## config.mk

```make
export PLATFORM = sky130hd
export DESIGN_NAME = mem_subsys_top
export DESIGN_NICKNAME = d
export VERILOG_FILES = /design/src/wb_pkg.sv /design/src/mem_req_if.sv /design/src/wb_if.sv /design/src/mem_stage.sv /design/src/mem_subsys_top.sv /design/src/pipe_stall_ctrl.sv /design/src/wb_master.sv /design/src/wb_sram.sv
export SDC_FILE = /design/constraint.sdc
export NUM_CORES = 2
export LEC_CHECK = 0
export CORE_MARGIN = 2
export CORE_UTILIZATION = 50
export CTS_BUF_LIST = sky130_fd_sc_hd__clkbuf_16
export DETAILED_ROUTE_END_ITERATION = 10
export DONT_BUFFER_PORTS = 1
export SLEW_MARGIN = 20
export SYNTH_ARGS = -nofsm -noshare
export SYNTH_HDL_FRONTEND = slang
export SYNTH_SLANG_ARGS = --single-unit
```

## constraint.sdc

```tcl
create_clock -name clk -period 2.93 [get_ports clk]
set_input_delay 0.586 -clock clk [delete_from_list [all_inputs] [get_ports clk]]
set_output_delay 0.586 -clock clk [all_outputs]
set_load 0.01 [all_outputs]
```

## src/wb_pkg.sv

```systemverilog
package wb_pkg;

	// Bus geometry
	localparam int DATA_W  = 32;
	localparam int SEL_W   = 4;
	localparam int ADDR_LSB = $clog2(SEL_W);		// Byte offset bits inside a word

	// Stall vector, bit 0 is the PC stage
	localparam int STALL_W = 6;
	localparam logic [STALL_W-1:0] STALL_MEM   = 6'b011111;	// Freeze through memory
	localparam logic [STALL_W-1:0] STALL_FETCH = 6'b000111;	// Freeze through decode
	localparam int MEM_STALL_BIT = 4;

	// On-chip SRAM
	localparam int SRAM_WORDS = 64;
	localparam int SRAM_AW    = $clog2(SRAM_WORDS);
	localparam int SRAM_WAIT  = 2;
	localparam int SRAM_CNT_W = $clog2(SRAM_WAIT + 1);

	// Bus master states
	typedef enum logic [1:0] {
		WB_IDLE           = 2'b00,
		WB_BUSY           = 2'b01,
		WB_WAIT_FOR_STALL = 2'b11
	} wb_state_t;

endpackage

```

## src/mem_req_if.sv

```systemverilog
`timescale 1ns/1ps

interface mem_req_if;
	import wb_pkg::*;

	logic              ce;		// Access request, held until ack
	logic [DATA_W-1:0] addr;
	logic [DATA_W-1:0] wdata;
	logic              we;
	logic [SEL_W-1:0]  sel;
	logic [DATA_W-1:0] rdata;
	logic              ack;

	// Memory stage side
	modport master (
		output ce, addr, wdata, we, sel,
		input  rdata, ack
	);

	// Bus master side
	modport slave (
		input  ce, addr, wdata, we, sel,
		output rdata, ack
	);

endinterface

```

## src/wb_if.sv

```systemverilog
`timescale 1ns/1ps

interface wb_if;
	import wb_pkg::*;

	logic              cyc;
	logic              stb;
	logic [DATA_W-1:0] addr;		// Byte address
	logic [DATA_W-1:0] wdata;
	logic              we;
	logic [SEL_W-1:0]  sel;		// One bit per byte lane
	logic [DATA_W-1:0] rdata;
	logic              ack;

	// Single master
	modport master (
		output cyc, stb, addr, wdata, we, sel,
		input  rdata, ack
	);

	// SRAM slave
	modport slave (
		input  cyc, stb, addr, wdata, we, sel,
		output rdata, ack
	);

endinterface

```

## src/mem_stage.sv

```systemverilog
`timescale 1ns/1ps

module mem_stage (
	input  logic                       clk,
	input  logic                       reset_i,
	input  logic                       req_valid_i,
	input  logic [wb_pkg::DATA_W-1:0]  req_addr_i,
	input  logic [wb_pkg::DATA_W-1:0]  req_wdata_i,
	input  logic                       req_we_i,
	input  logic [wb_pkg::SEL_W-1:0]   req_sel_i,
	output logic                       req_ready_o,
	output logic                       resp_valid_o,
	output logic [wb_pkg::DATA_W-1:0]  resp_rdata_o,
	input  logic                       resp_ready_i,
	input  logic [wb_pkg::STALL_W-1:0] stall_i,
	input  logic                       flush_i,
	mem_req_if.master                  mem
);
	import wb_pkg::*;

	logic              req_full;		// Request handed to the bus master
	logic              resp_full;		// Response waiting for the consumer
	logic              wait_rel;		// Acked under stall, waiting for release
	logic [DATA_W-1:0] resp_data;
	logic              accept;
	logic              done;
	logic              deliver;

	assign req_ready_o  = !req_full && !resp_full;
	assign accept       = req_valid_i && req_ready_o;
	assign done         = req_full && mem.ack;
	assign resp_valid_o = resp_full && !wait_rel && !stall_i[MEM_STALL_BIT];
	assign deliver      = resp_valid_o && resp_ready_i;
	assign resp_rdata_o = resp_data;
	assign mem.ce       = req_full;

	always_ff @(posedge clk) begin
		if (reset_i) begin
			req_full  <= 1'b0;
			resp_full <= 1'b0;
			wait_rel  <= 1'b0;
		end else begin
			if (accept) begin
				req_full <= 1'b1;
			end else if (done) begin
				// Ack wins over a flush in the same cycle, as in the master
				req_full  <= 1'b0;
				resp_full <= 1'b1;
				wait_rel  <= (stall_i != '0);
			end else if (req_full && flush_i) begin
				req_full <= 1'b0;		// Dropped, no response
			end
			if (deliver) begin
				resp_full <= 1'b0;
			end
			if (wait_rel && (stall_i == '0)) begin
				wait_rel <= 1'b0;
			end
		end
	end

	// Request fields and response word
	always_ff @(posedge clk) begin
		if (accept) begin
			mem.addr  <= req_addr_i;
			mem.wdata <= req_wdata_i;
			mem.we    <= req_we_i;
			mem.sel   <= req_sel_i;
		end
		if (done) begin
			resp_data <= mem.we ? '0 : mem.rdata;		// Stores return zero
		end
	end

endmodule

```

## src/mem_subsys_top.sv

```systemverilog
`timescale 1ns/1ps

module mem_subsys_top (
	input  logic                       clk,
	input  logic                       reset_i,
	input  logic                       req_valid_i,
	output logic                       req_ready_o,
	input  logic [wb_pkg::DATA_W-1:0]  req_addr_i,
	input  logic [wb_pkg::DATA_W-1:0]  req_wdata_i,
	input  logic                       req_we_i,
	input  logic [wb_pkg::SEL_W-1:0]   req_sel_i,
	output logic                       resp_valid_o,
	input  logic                       resp_ready_i,
	output logic [wb_pkg::DATA_W-1:0]  resp_rdata_o,
	input  logic                       flush_i,
	input  logic                       ext_stall_i,
	output logic [wb_pkg::STALL_W-1:0] stall_o
);

	logic stallreq;		// Bus master wants the pipeline held
	logic flush;

	mem_req_if mem_req_bus ();
	wb_if      wb_bus ();

	mem_stage mem_stage_inst (
		.clk          (clk),
		.reset_i      (reset_i),
		.req_valid_i  (req_valid_i),
		.req_addr_i   (req_addr_i),
		.req_wdata_i  (req_wdata_i),
		.req_we_i     (req_we_i),
		.req_sel_i    (req_sel_i),
		.req_ready_o  (req_ready_o),
		.resp_valid_o (resp_valid_o),
		.resp_rdata_o (resp_rdata_o),
		.resp_ready_i (resp_ready_i),
		.stall_i      (stall_o),
		.flush_i      (flush),
		.mem          (mem_req_bus)
	);

	wb_master wb_master_inst (
		.clk        (clk),
		.reset_i    (reset_i),
		.stall_i    (stall_o),
		.flush_i    (flush),
		.req        (mem_req_bus),
		.bus        (wb_bus),
		.stallreq_o (stallreq)
	);

	pipe_stall_ctrl pipe_stall_ctrl_inst (
		.stallreq_mem_i (stallreq),
		.stall_fetch_i  (ext_stall_i),
		.flush_req_i    (flush_i),
		.stall_o        (stall_o),
		.flush_o        (flush)
	);

	wb_sram wb_sram_inst (
		.clk     (clk),
		.reset_i (reset_i),
		.bus     (wb_bus)
	);

endmodule

```

## src/pipe_stall_ctrl.sv

```systemverilog
`timescale 1ns/1ps

module pipe_stall_ctrl (
	input  logic                       stallreq_mem_i,
	input  logic                       stall_fetch_i,
	input  logic                       flush_req_i,
	output logic [wb_pkg::STALL_W-1:0] stall_o,
	output logic                       flush_o
);
	import wb_pkg::*;

	// The flush travels on unchanged to the stages
	assign flush_o = flush_req_i;

	// Priority: flush, then memory, then fetch
	always_comb begin
		if (flush_req_i) begin
			stall_o = '0;		// A flush releases every stage
		end else if (stallreq_mem_i) begin
			stall_o = STALL_MEM;
		end else if (stall_fetch_i) begin
			stall_o = STALL_FETCH;
		end else begin
			stall_o = '0;
		end
	end

	// A memory stall also covers the fetch side, so a pending access
	// always shows STALL_MEM even when the fetch side asks for a stall.

endmodule

```

## src/wb_master.sv

```systemverilog
`timescale 1ns/1ps

module wb_master (
	input  logic                       clk,
	input  logic                       reset_i,
	input  logic [wb_pkg::STALL_W-1:0] stall_i,
	input  logic                       flush_i,
	mem_req_if.slave                   req,
	wb_if.master                       bus,
	output logic                       stallreq_o
);
	import wb_pkg::*;

	wb_state_t         state;
	logic [DATA_W-1:0] rd_buf;		// Last word read over the bus
	logic              start;
	logic              finish;

	assign start  = req.ce && !flush_i;
	assign finish = (state == WB_BUSY) && (bus.ack || flush_i);

	// State and cycle control
	always_ff @(posedge clk) begin
		if (reset_i) begin
			state   <= WB_IDLE;
			bus.cyc <= 1'b0;
			bus.stb <= 1'b0;
		end else begin
			case (state)
				WB_IDLE: begin
					if (start) begin
						bus.cyc <= 1'b1;
						bus.stb <= 1'b1;
						state   <= WB_BUSY;
					end
				end
				WB_BUSY: begin
					if (bus.ack) begin
						bus.cyc <= 1'b0;
						bus.stb <= 1'b0;
						// Hold the read word until the pipeline moves again
						if (stall_i != '0) begin
							state <= WB_WAIT_FOR_STALL;
						end else begin
							state <= WB_IDLE;
						end
					end else if (flush_i) begin
						bus.cyc <= 1'b0;		// Abandon the access
						bus.stb <= 1'b0;
						state   <= WB_IDLE;
					end
				end
				WB_WAIT_FOR_STALL: begin
					if (stall_i == '0) begin
						state <= WB_IDLE;
					end
				end
				default: begin
					state <= WB_IDLE;
				end
			endcase
		end
	end

	// Bus fields, latched at cycle start
	always_ff @(posedge clk) begin
		if ((state == WB_IDLE) && start) begin
			bus.addr  <= req.addr;
			bus.wdata <= req.wdata;
			bus.we    <= req.we;
			bus.sel   <= req.sel;
		end else if (finish) begin
			bus.addr  <= '0;
			bus.wdata <= '0;
			bus.we    <= 1'b0;
			bus.sel   <= '0;
		end
	end

	// Read buffer
	always_ff @(posedge clk) begin
		if ((state == WB_BUSY) && bus.ack) begin
			if (!bus.we) begin
				rd_buf <= bus.rdata;
			end
		end else if ((state == WB_BUSY) && flush_i) begin
			rd_buf <= '0;		// Nothing valid survives a flush
		end
	end

	// Stall request and returned data
	always_comb begin
		stallreq_o = 1'b0;
		req.rdata  = '0;
		case (state)
			WB_IDLE: begin
				stallreq_o = start;
			end
			WB_BUSY: begin
				stallreq_o = !bus.ack;
				if (bus.ack && !bus.we) begin
					req.rdata = bus.rdata;
				end
			end
			WB_WAIT_FOR_STALL: begin
				req.rdata = rd_buf;		// Replay while frozen
			end
			default: begin
				stallreq_o = 1'b0;
			end
		endcase
	end

	assign req.ack = bus.ack;		// Passed through in every state

endmodule

```

## src/wb_sram.sv

```systemverilog
`timescale 1ns/1ps

module wb_sram (
	input  logic clk,
	input  logic reset_i,
	wb_if.slave  bus
);
	import wb_pkg::*;

	logic [DATA_W-1:0]     mem [SRAM_WORDS];
	logic [SRAM_CNT_W-1:0] wait_cnt;		// Cycles since cyc rose
	logic [SRAM_AW-1:0]    word_idx;
	logic                  active;

	// Word address wraps at the SRAM depth
	assign word_idx = bus.addr[ADDR_LSB +: SRAM_AW];
	assign active   = bus.cyc && bus.stb;

	// One cycle ack once the wait states have passed
	assign bus.ack   = active && (wait_cnt == SRAM_CNT_W'(SRAM_WAIT));
	assign bus.rdata = mem[word_idx];

	// Wait-state counter
	always_ff @(posedge clk) begin
		if (reset_i) begin
			wait_cnt <= '0;
		end else if (!active || bus.ack) begin
			wait_cnt <= '0;		// Restart for the next cycle
		end else begin
			wait_cnt <= wait_cnt + 1'b1;
		end
	end

	// Byte-lane writes on the ack edge
	always_ff @(posedge clk) begin
		if (bus.ack && bus.we) begin
			for (int lane = 0; lane < SEL_W; lane++) begin
				if (bus.sel[lane]) begin
					mem[word_idx][lane*8 +: 8] <= bus.wdata[lane*8 +: 8];
				end
			end
		end
	end

endmodule
```

# After elaboration in Yosys (flattened, before gate mapping)
# Memories as Yosys holds them, arrays and structs flattened. A register that Yosys moved wholly into a read port is not among the register bits.
# Cells that the tools add are included.
[totals]
regBits = 162
ram_bits = 2048
output_inout_bits = 40
wordCells = 108
mem_count = 1
[memory_table]
columns = ["name", "depth", "width", "rd", "rd_ports_with_merged_regs", "write_ports", "line_no", "text"]
rows = [
  ["wb_sram_inst.mem", 64, 32, 1, 1, 1, "wb_sram.sv:10", "logic [DATA_W-1:0] mem [SRAM_WORDS];"],
]
[op_classes]
add_sub_neg = 1
n_eq_ne = 7
n_mux = 42
bitwise_logic = 1
reduce_logical = 40
[op_table]
columns = ["cell", "count"]
rows = [
  ["$mux W32", 6],
  ["$pmux W32 S2", 1],
  ["$mux W1", 20],
  ["$mux W6", 3],
  ["$logic_and A1 B1 Y1", 16],
  ["$mux W2", 5],
  ["$logic_not A1 Y1", 8],
  ["$mux W4", 2],
  ["$mux W8", 1],
  ["$logic_not A6 Y1", 1],
  ["$pmux W2 S3", 1],
  ["$reduce_and A3 Y1", 2],
  ["$reduce_bool A2 Y1", 3],
  ["$reduce_bool A6 Y1", 1],
  ["$reduce_or A2 Y1", 3],
  ["$eq A2 B2 Y1 const B", 2],
  ["$ne A2 B2 Y1 const B", 2],
  ["$pmux W1 S2", 2],
  ["$reduce_and A2 Y1", 2],
  ["$mux W3", 1],
  ["$ne A3 B3 Y1 const B", 1],
  ["$reduce_bool A3 Y1", 1],
  ["$add A2 B1 Y2 const B", 1],
  ["$eq A2 B1 Y1 const B", 1],
  ["4 further kinds", 5],
]

# Depth between registers and ports, before layout
[logic_depth]
ltp_word = 10
depth_mapped = 12
ltp_nobuf = 8

# Cells and area by module
# A second synthesis with hierarchy kept.
[hier_totals]
hier_cells = 5020
area_unflattened_um2 = 86061.3
[modules_own_cells]
columns = ["mod", "n_inst", "cells_each", "area_per_inst_um2"]
rows = [
  ["wb_sram", 1, 4583, 78328.9],
  ["wb_master", 1, 278, 4272.8],
  ["mem_stage", 1, 151, 3402.0],
  ["pipe_stall_ctrl", 1, 8, 57.6],
]

# Worst setup path after synthesis
# Ideal clock, no wire load.
[synth_path]
path_kind = "register to output"
start = "register wb_sram_inst.wait_cnt[0]"
end = "output port stall_o[1] in the netlist's numbering"
arrival_ns = 2.215
required_ns = 2.344
slack_ns = 0.129
path_stages_with_launch = 7
cell_sequence = "dfxtp_1 > inv_1 > ha_1 > and2_1 > a2111oi_0 > or2_2 > buf_4"
[synth_between]
elab_chain_cells = 6
[synth_lines]
columns = ["element", "line_no", "text"]
rows = [
  ["from (decl)", "wb_sram.sv:11", "logic [SRAM_CNT_W-1:0] wait_cnt;"],
  ["from (signal assigned)", "wb_sram.sv:30", "wait_cnt <= wait_cnt + 1'b1;"],
  ["$eq A2 B2 Y1", "wb_sram.sv:20", "assign bus.ack = active && (wait_cnt == SRAM_CNT_W'(SRAM_WAIT));"],
  ["$logic_and A1 B1 Y1", "wb_sram.sv:20", ""],
  ["$logic_not A1 Y1", "wb_master.sv:100", "stallreq_o = !bus.ack;"],
  ["$pmux W1 S2", "wb_master.sv:95", "case (state)"],
  ["$mux W6", "pipe_stall_ctrl.sv:19", "end else if (stallreq_mem_i) begin"],
  ["$mux W6", "pipe_stall_ctrl.sv:17", "if (flush_req_i) begin"],
  ["to (decl)", "mem_subsys_top.sv:17", "output logic [wb_pkg::STALL_W-1:0] stall_o"],
]
# Every way passes these cells.

# Worst setup path after layout
[layout_path]
start = "register wb_master_inst.bus.addr[4]"
end = "memory wb_sram_inst.mem[26][7] (enable)"
[layout_lines]
columns = ["element", "line_no", "text"]
rows = [
  ["from (decl)", "wb_if.sv:17", "output cyc, stb, addr, wdata, we, sel,"],
  ["to (decl)", "wb_sram.sv:10", ""],
]
# Straight into the memory's write port.

==> results.yml <==
critical_path:
  cp-end-kind: "register"
  cp.arrival_ns: 3.48
  critPathLaunchType: "register"
  crit_type: "reg -> reg"
  required_ns: 3.37
  crit_fanout: 9
clocking:
  clock-sinks: 2212
  cts_root_buffer: "clkbuf_16"
  clk_path_buf_depth: 3
  clk_pin_slew_worst_paths_ns: 0.06
  cts_max_level: 4
  cts_made_buffers: 216
  cts_tree: "built"
  clock_latency_ns: 0.87
place:
  post-place-ws_ns: -0.0986
  io_buffers: 0
  place_inst: 6551
  detailed_place_hpwl_um: 155000
  place_congestion: 0.929
  placed_area_um2: 91600
power_and_ir_drop:
  power_w: 0.0665
  powerDensity_nw_per_um2: 671
  max-vdd-ir-drop_mv: 0.669
  p_leak_nw: 32.0
drt:
  drc: 0
  vias_per_cell: 6.25
  wl_um: 237000
  drtAntennaViolNets: 0
  num_vias: 43800
  drt-wirelength-per-cell_um: 33.8
  drt-initial-drc-count: 5805
  drtPass1Iterations: 6
outcome:
  status: "finished with violations"
  violations: "negative setup slack"
yosys:
  avgSynthCellArea_um2: 21.0
  synthCells: 4086
  synth_nets: 4162
  synth.most_common_cell: "edfxtp_1"
  synth_top_cell_by_area: "edfxtp_1"
  synth_flop_cell: "edfxtp_1"
  synth-edff-count: 2198
  async_reset_ff_share_pct: 0
  ys_ff_latch: 2212
  netlist_area_um2: 85600
  ys_warn_count: 0
  synth_area_leaders: "edfxtp_1, mux4_2, mux2i_1"
  synth_top_area_share_pct: 77.1
  synthTopCellsByCount: "edfxtp_1, mux4_2, nor2_1"
  yosysUniqueCellTypes: 68
  ys_seq_area_share_pct: 77.4
layout:
  seq_area_um2: 66300
  final_area_um2: 99000
  final_cells: 7001
  area_growth_pct: 15.7
  n_fill_cell: 12400
  multiInputGateArea_um2: 18200
  fin_nets: 4687
  drive_gt1_share_pct: 28.3
floorplan:
  start_util_pct: 50.5
  num_io_pins: 115
  rows: 151
  die_h_um: 418
  core_um2: 170000
  dieArea_um2: 175000
  dieWidth_um: 418
timing:
  setup_ws_ns: -0.101
  slew_violations: 0
  min_period_over_period_pct: 103
  max_freq_mhz: 330
  rsz0062_at_grt: "true"
  final-hold-violation-count: 0
  relSlewSlack_pct: 20.1
  final.min_clock_period_ns: 3.03
  finalSetupViolCount: 16
  tightest_slew_ns: 1.20
  fin_worst_skew_ns: 0.0530
global_routing:
  grt_pass1_wl_um: 328000
  antenna_found_initial: 13
  grt_pass1_vias: 43000
  grt_max_degree: 65
  grt.overflow.total: 0
  grtUsageTotal_pct: 27.0
min_path:
  hp-class: "in -> reg"
flow_run:
  max_cap_viol_count: 0
placed cells by master (no fill, tap or decap), types with 21 or more instances in the layout:
cell	netlist	layout
mux2i_1	157	156
o22ai_1	35	34
edfxtp_1	2198	2198
a21oi_1	36	34
clkinv_2	0	33
nand2_1	207	202
dlygate4sd3_1	0	46
clkbuf_16	0	222
clkinv_1	1	49
nor2_1	331	320
o21ai_0	24	23
mux4_2	508	508
buf_12	0	59
mux2_2	21	21
inv_1	5	62
and2_1	64	62
buf_4	50	425
a211oi_1	21	21
worst paths after layout:
kind	from	to	slack [ns]	depth (start not counted)
min reg2reg	wb_sram_inst.wait_cnt[0]	wb_sram_inst.wait_cnt[0]	0.40	1
max	wb_master_inst.bus.addr[4]	wb_sram_inst.mem[26][7]	-0.10	4
min	flush_i	wb_master_inst.state[0]	0.07	3
max reg2reg	wb_master_inst.bus.addr[4]	wb_sram_inst.mem[26][7]	-0.10	4
final cells by class:
cell class                 instances  share of cell area, %
sequential                      2212                   67.0
multi-input combinational       1633                   18.4
clock buffer                     218                   5.51
timing repair buffer             541                   5.13
tap                             2218                   2.80
clock inverter                   168                   1.19
inverter                           7                 0.0392
antenna                            4                 0.0101
where the power goes:
group	leakage (nW)	switching, W	internal (W)
combinational	8.59	0.00300	0.00225
clock	3.49	0.0117	0.0146
sequential	20.0	0.0000869	0.0348
what timing repair did:
item,4_1_cts,5_1_grt
hold buffers,46,0
pin swaps,2,2
endpoints found under the setup margin,43,52
buffers inserted,1,9
resized for setup,15,16
gates cloned,0,4
endpoints found under the hold margin,51,0
cell families (layout without fill, tap and decap cells):
group / Yosys count / in the layout / share of synthesized area (%)
muxes: 686 / 686 / 15.5
and+or+nand+nor: 686 / 686 / 3.43
DFF: 2212 / 2212 / 77.4
buffers and inverters: 241 / 934 / 1.49
AOI/OAI and AO/OA: 259 / 259 / 2.16
adders and majority gates: 1 / 1 / 0.0146
other: 1 / 5 / 0.00438
routing by layer:
layer | wire length [um] | GRT usage [%] | vias up
li1 | - | - | 17900
met1 | 94200 | 37.8 | 23400
met2 | 111000 | 41.4 | 2009
met3 | 21400 | 6.47 | 436
met4 | 10000 | 10.9 | 18
met5 | 109 | 0 | -
metrics by stage:
step                util [%]  hold WS (ns)  TNS [ns]
global placement        54.0         0.411    -0.988
floorplan                  -         0.391         0
detailed placement      54.0         0.406     -1.48
CTS                     58.2        0.0104         0
global route            58.4        0.0802     -2.06
finish                  58.4        0.0711     -1.23
worst max-delay path: stages (launching register included):
cell and delay (ns):
edfxtp_1 0.54, nor3b_1 0.33, buf_4 0.22, nand2_1 0.58, nor2_1 0.94
state kept, by name (all words and copies together) (netlist names), 6 cells and up, named ones only:
signal	cells
wb_master_inst.rd_buf	32
wb_master_inst.bus.wdata	32
mem_stage_inst.mem.wdata	32
wb_sram_inst.mem	2048
wb_master_inst.bus.addr	6
mem_stage_inst.mem.addr	6
mem_stage_inst.resp_rdata_o	32
No activity file was read; power rests on OpenSTA's default activity.
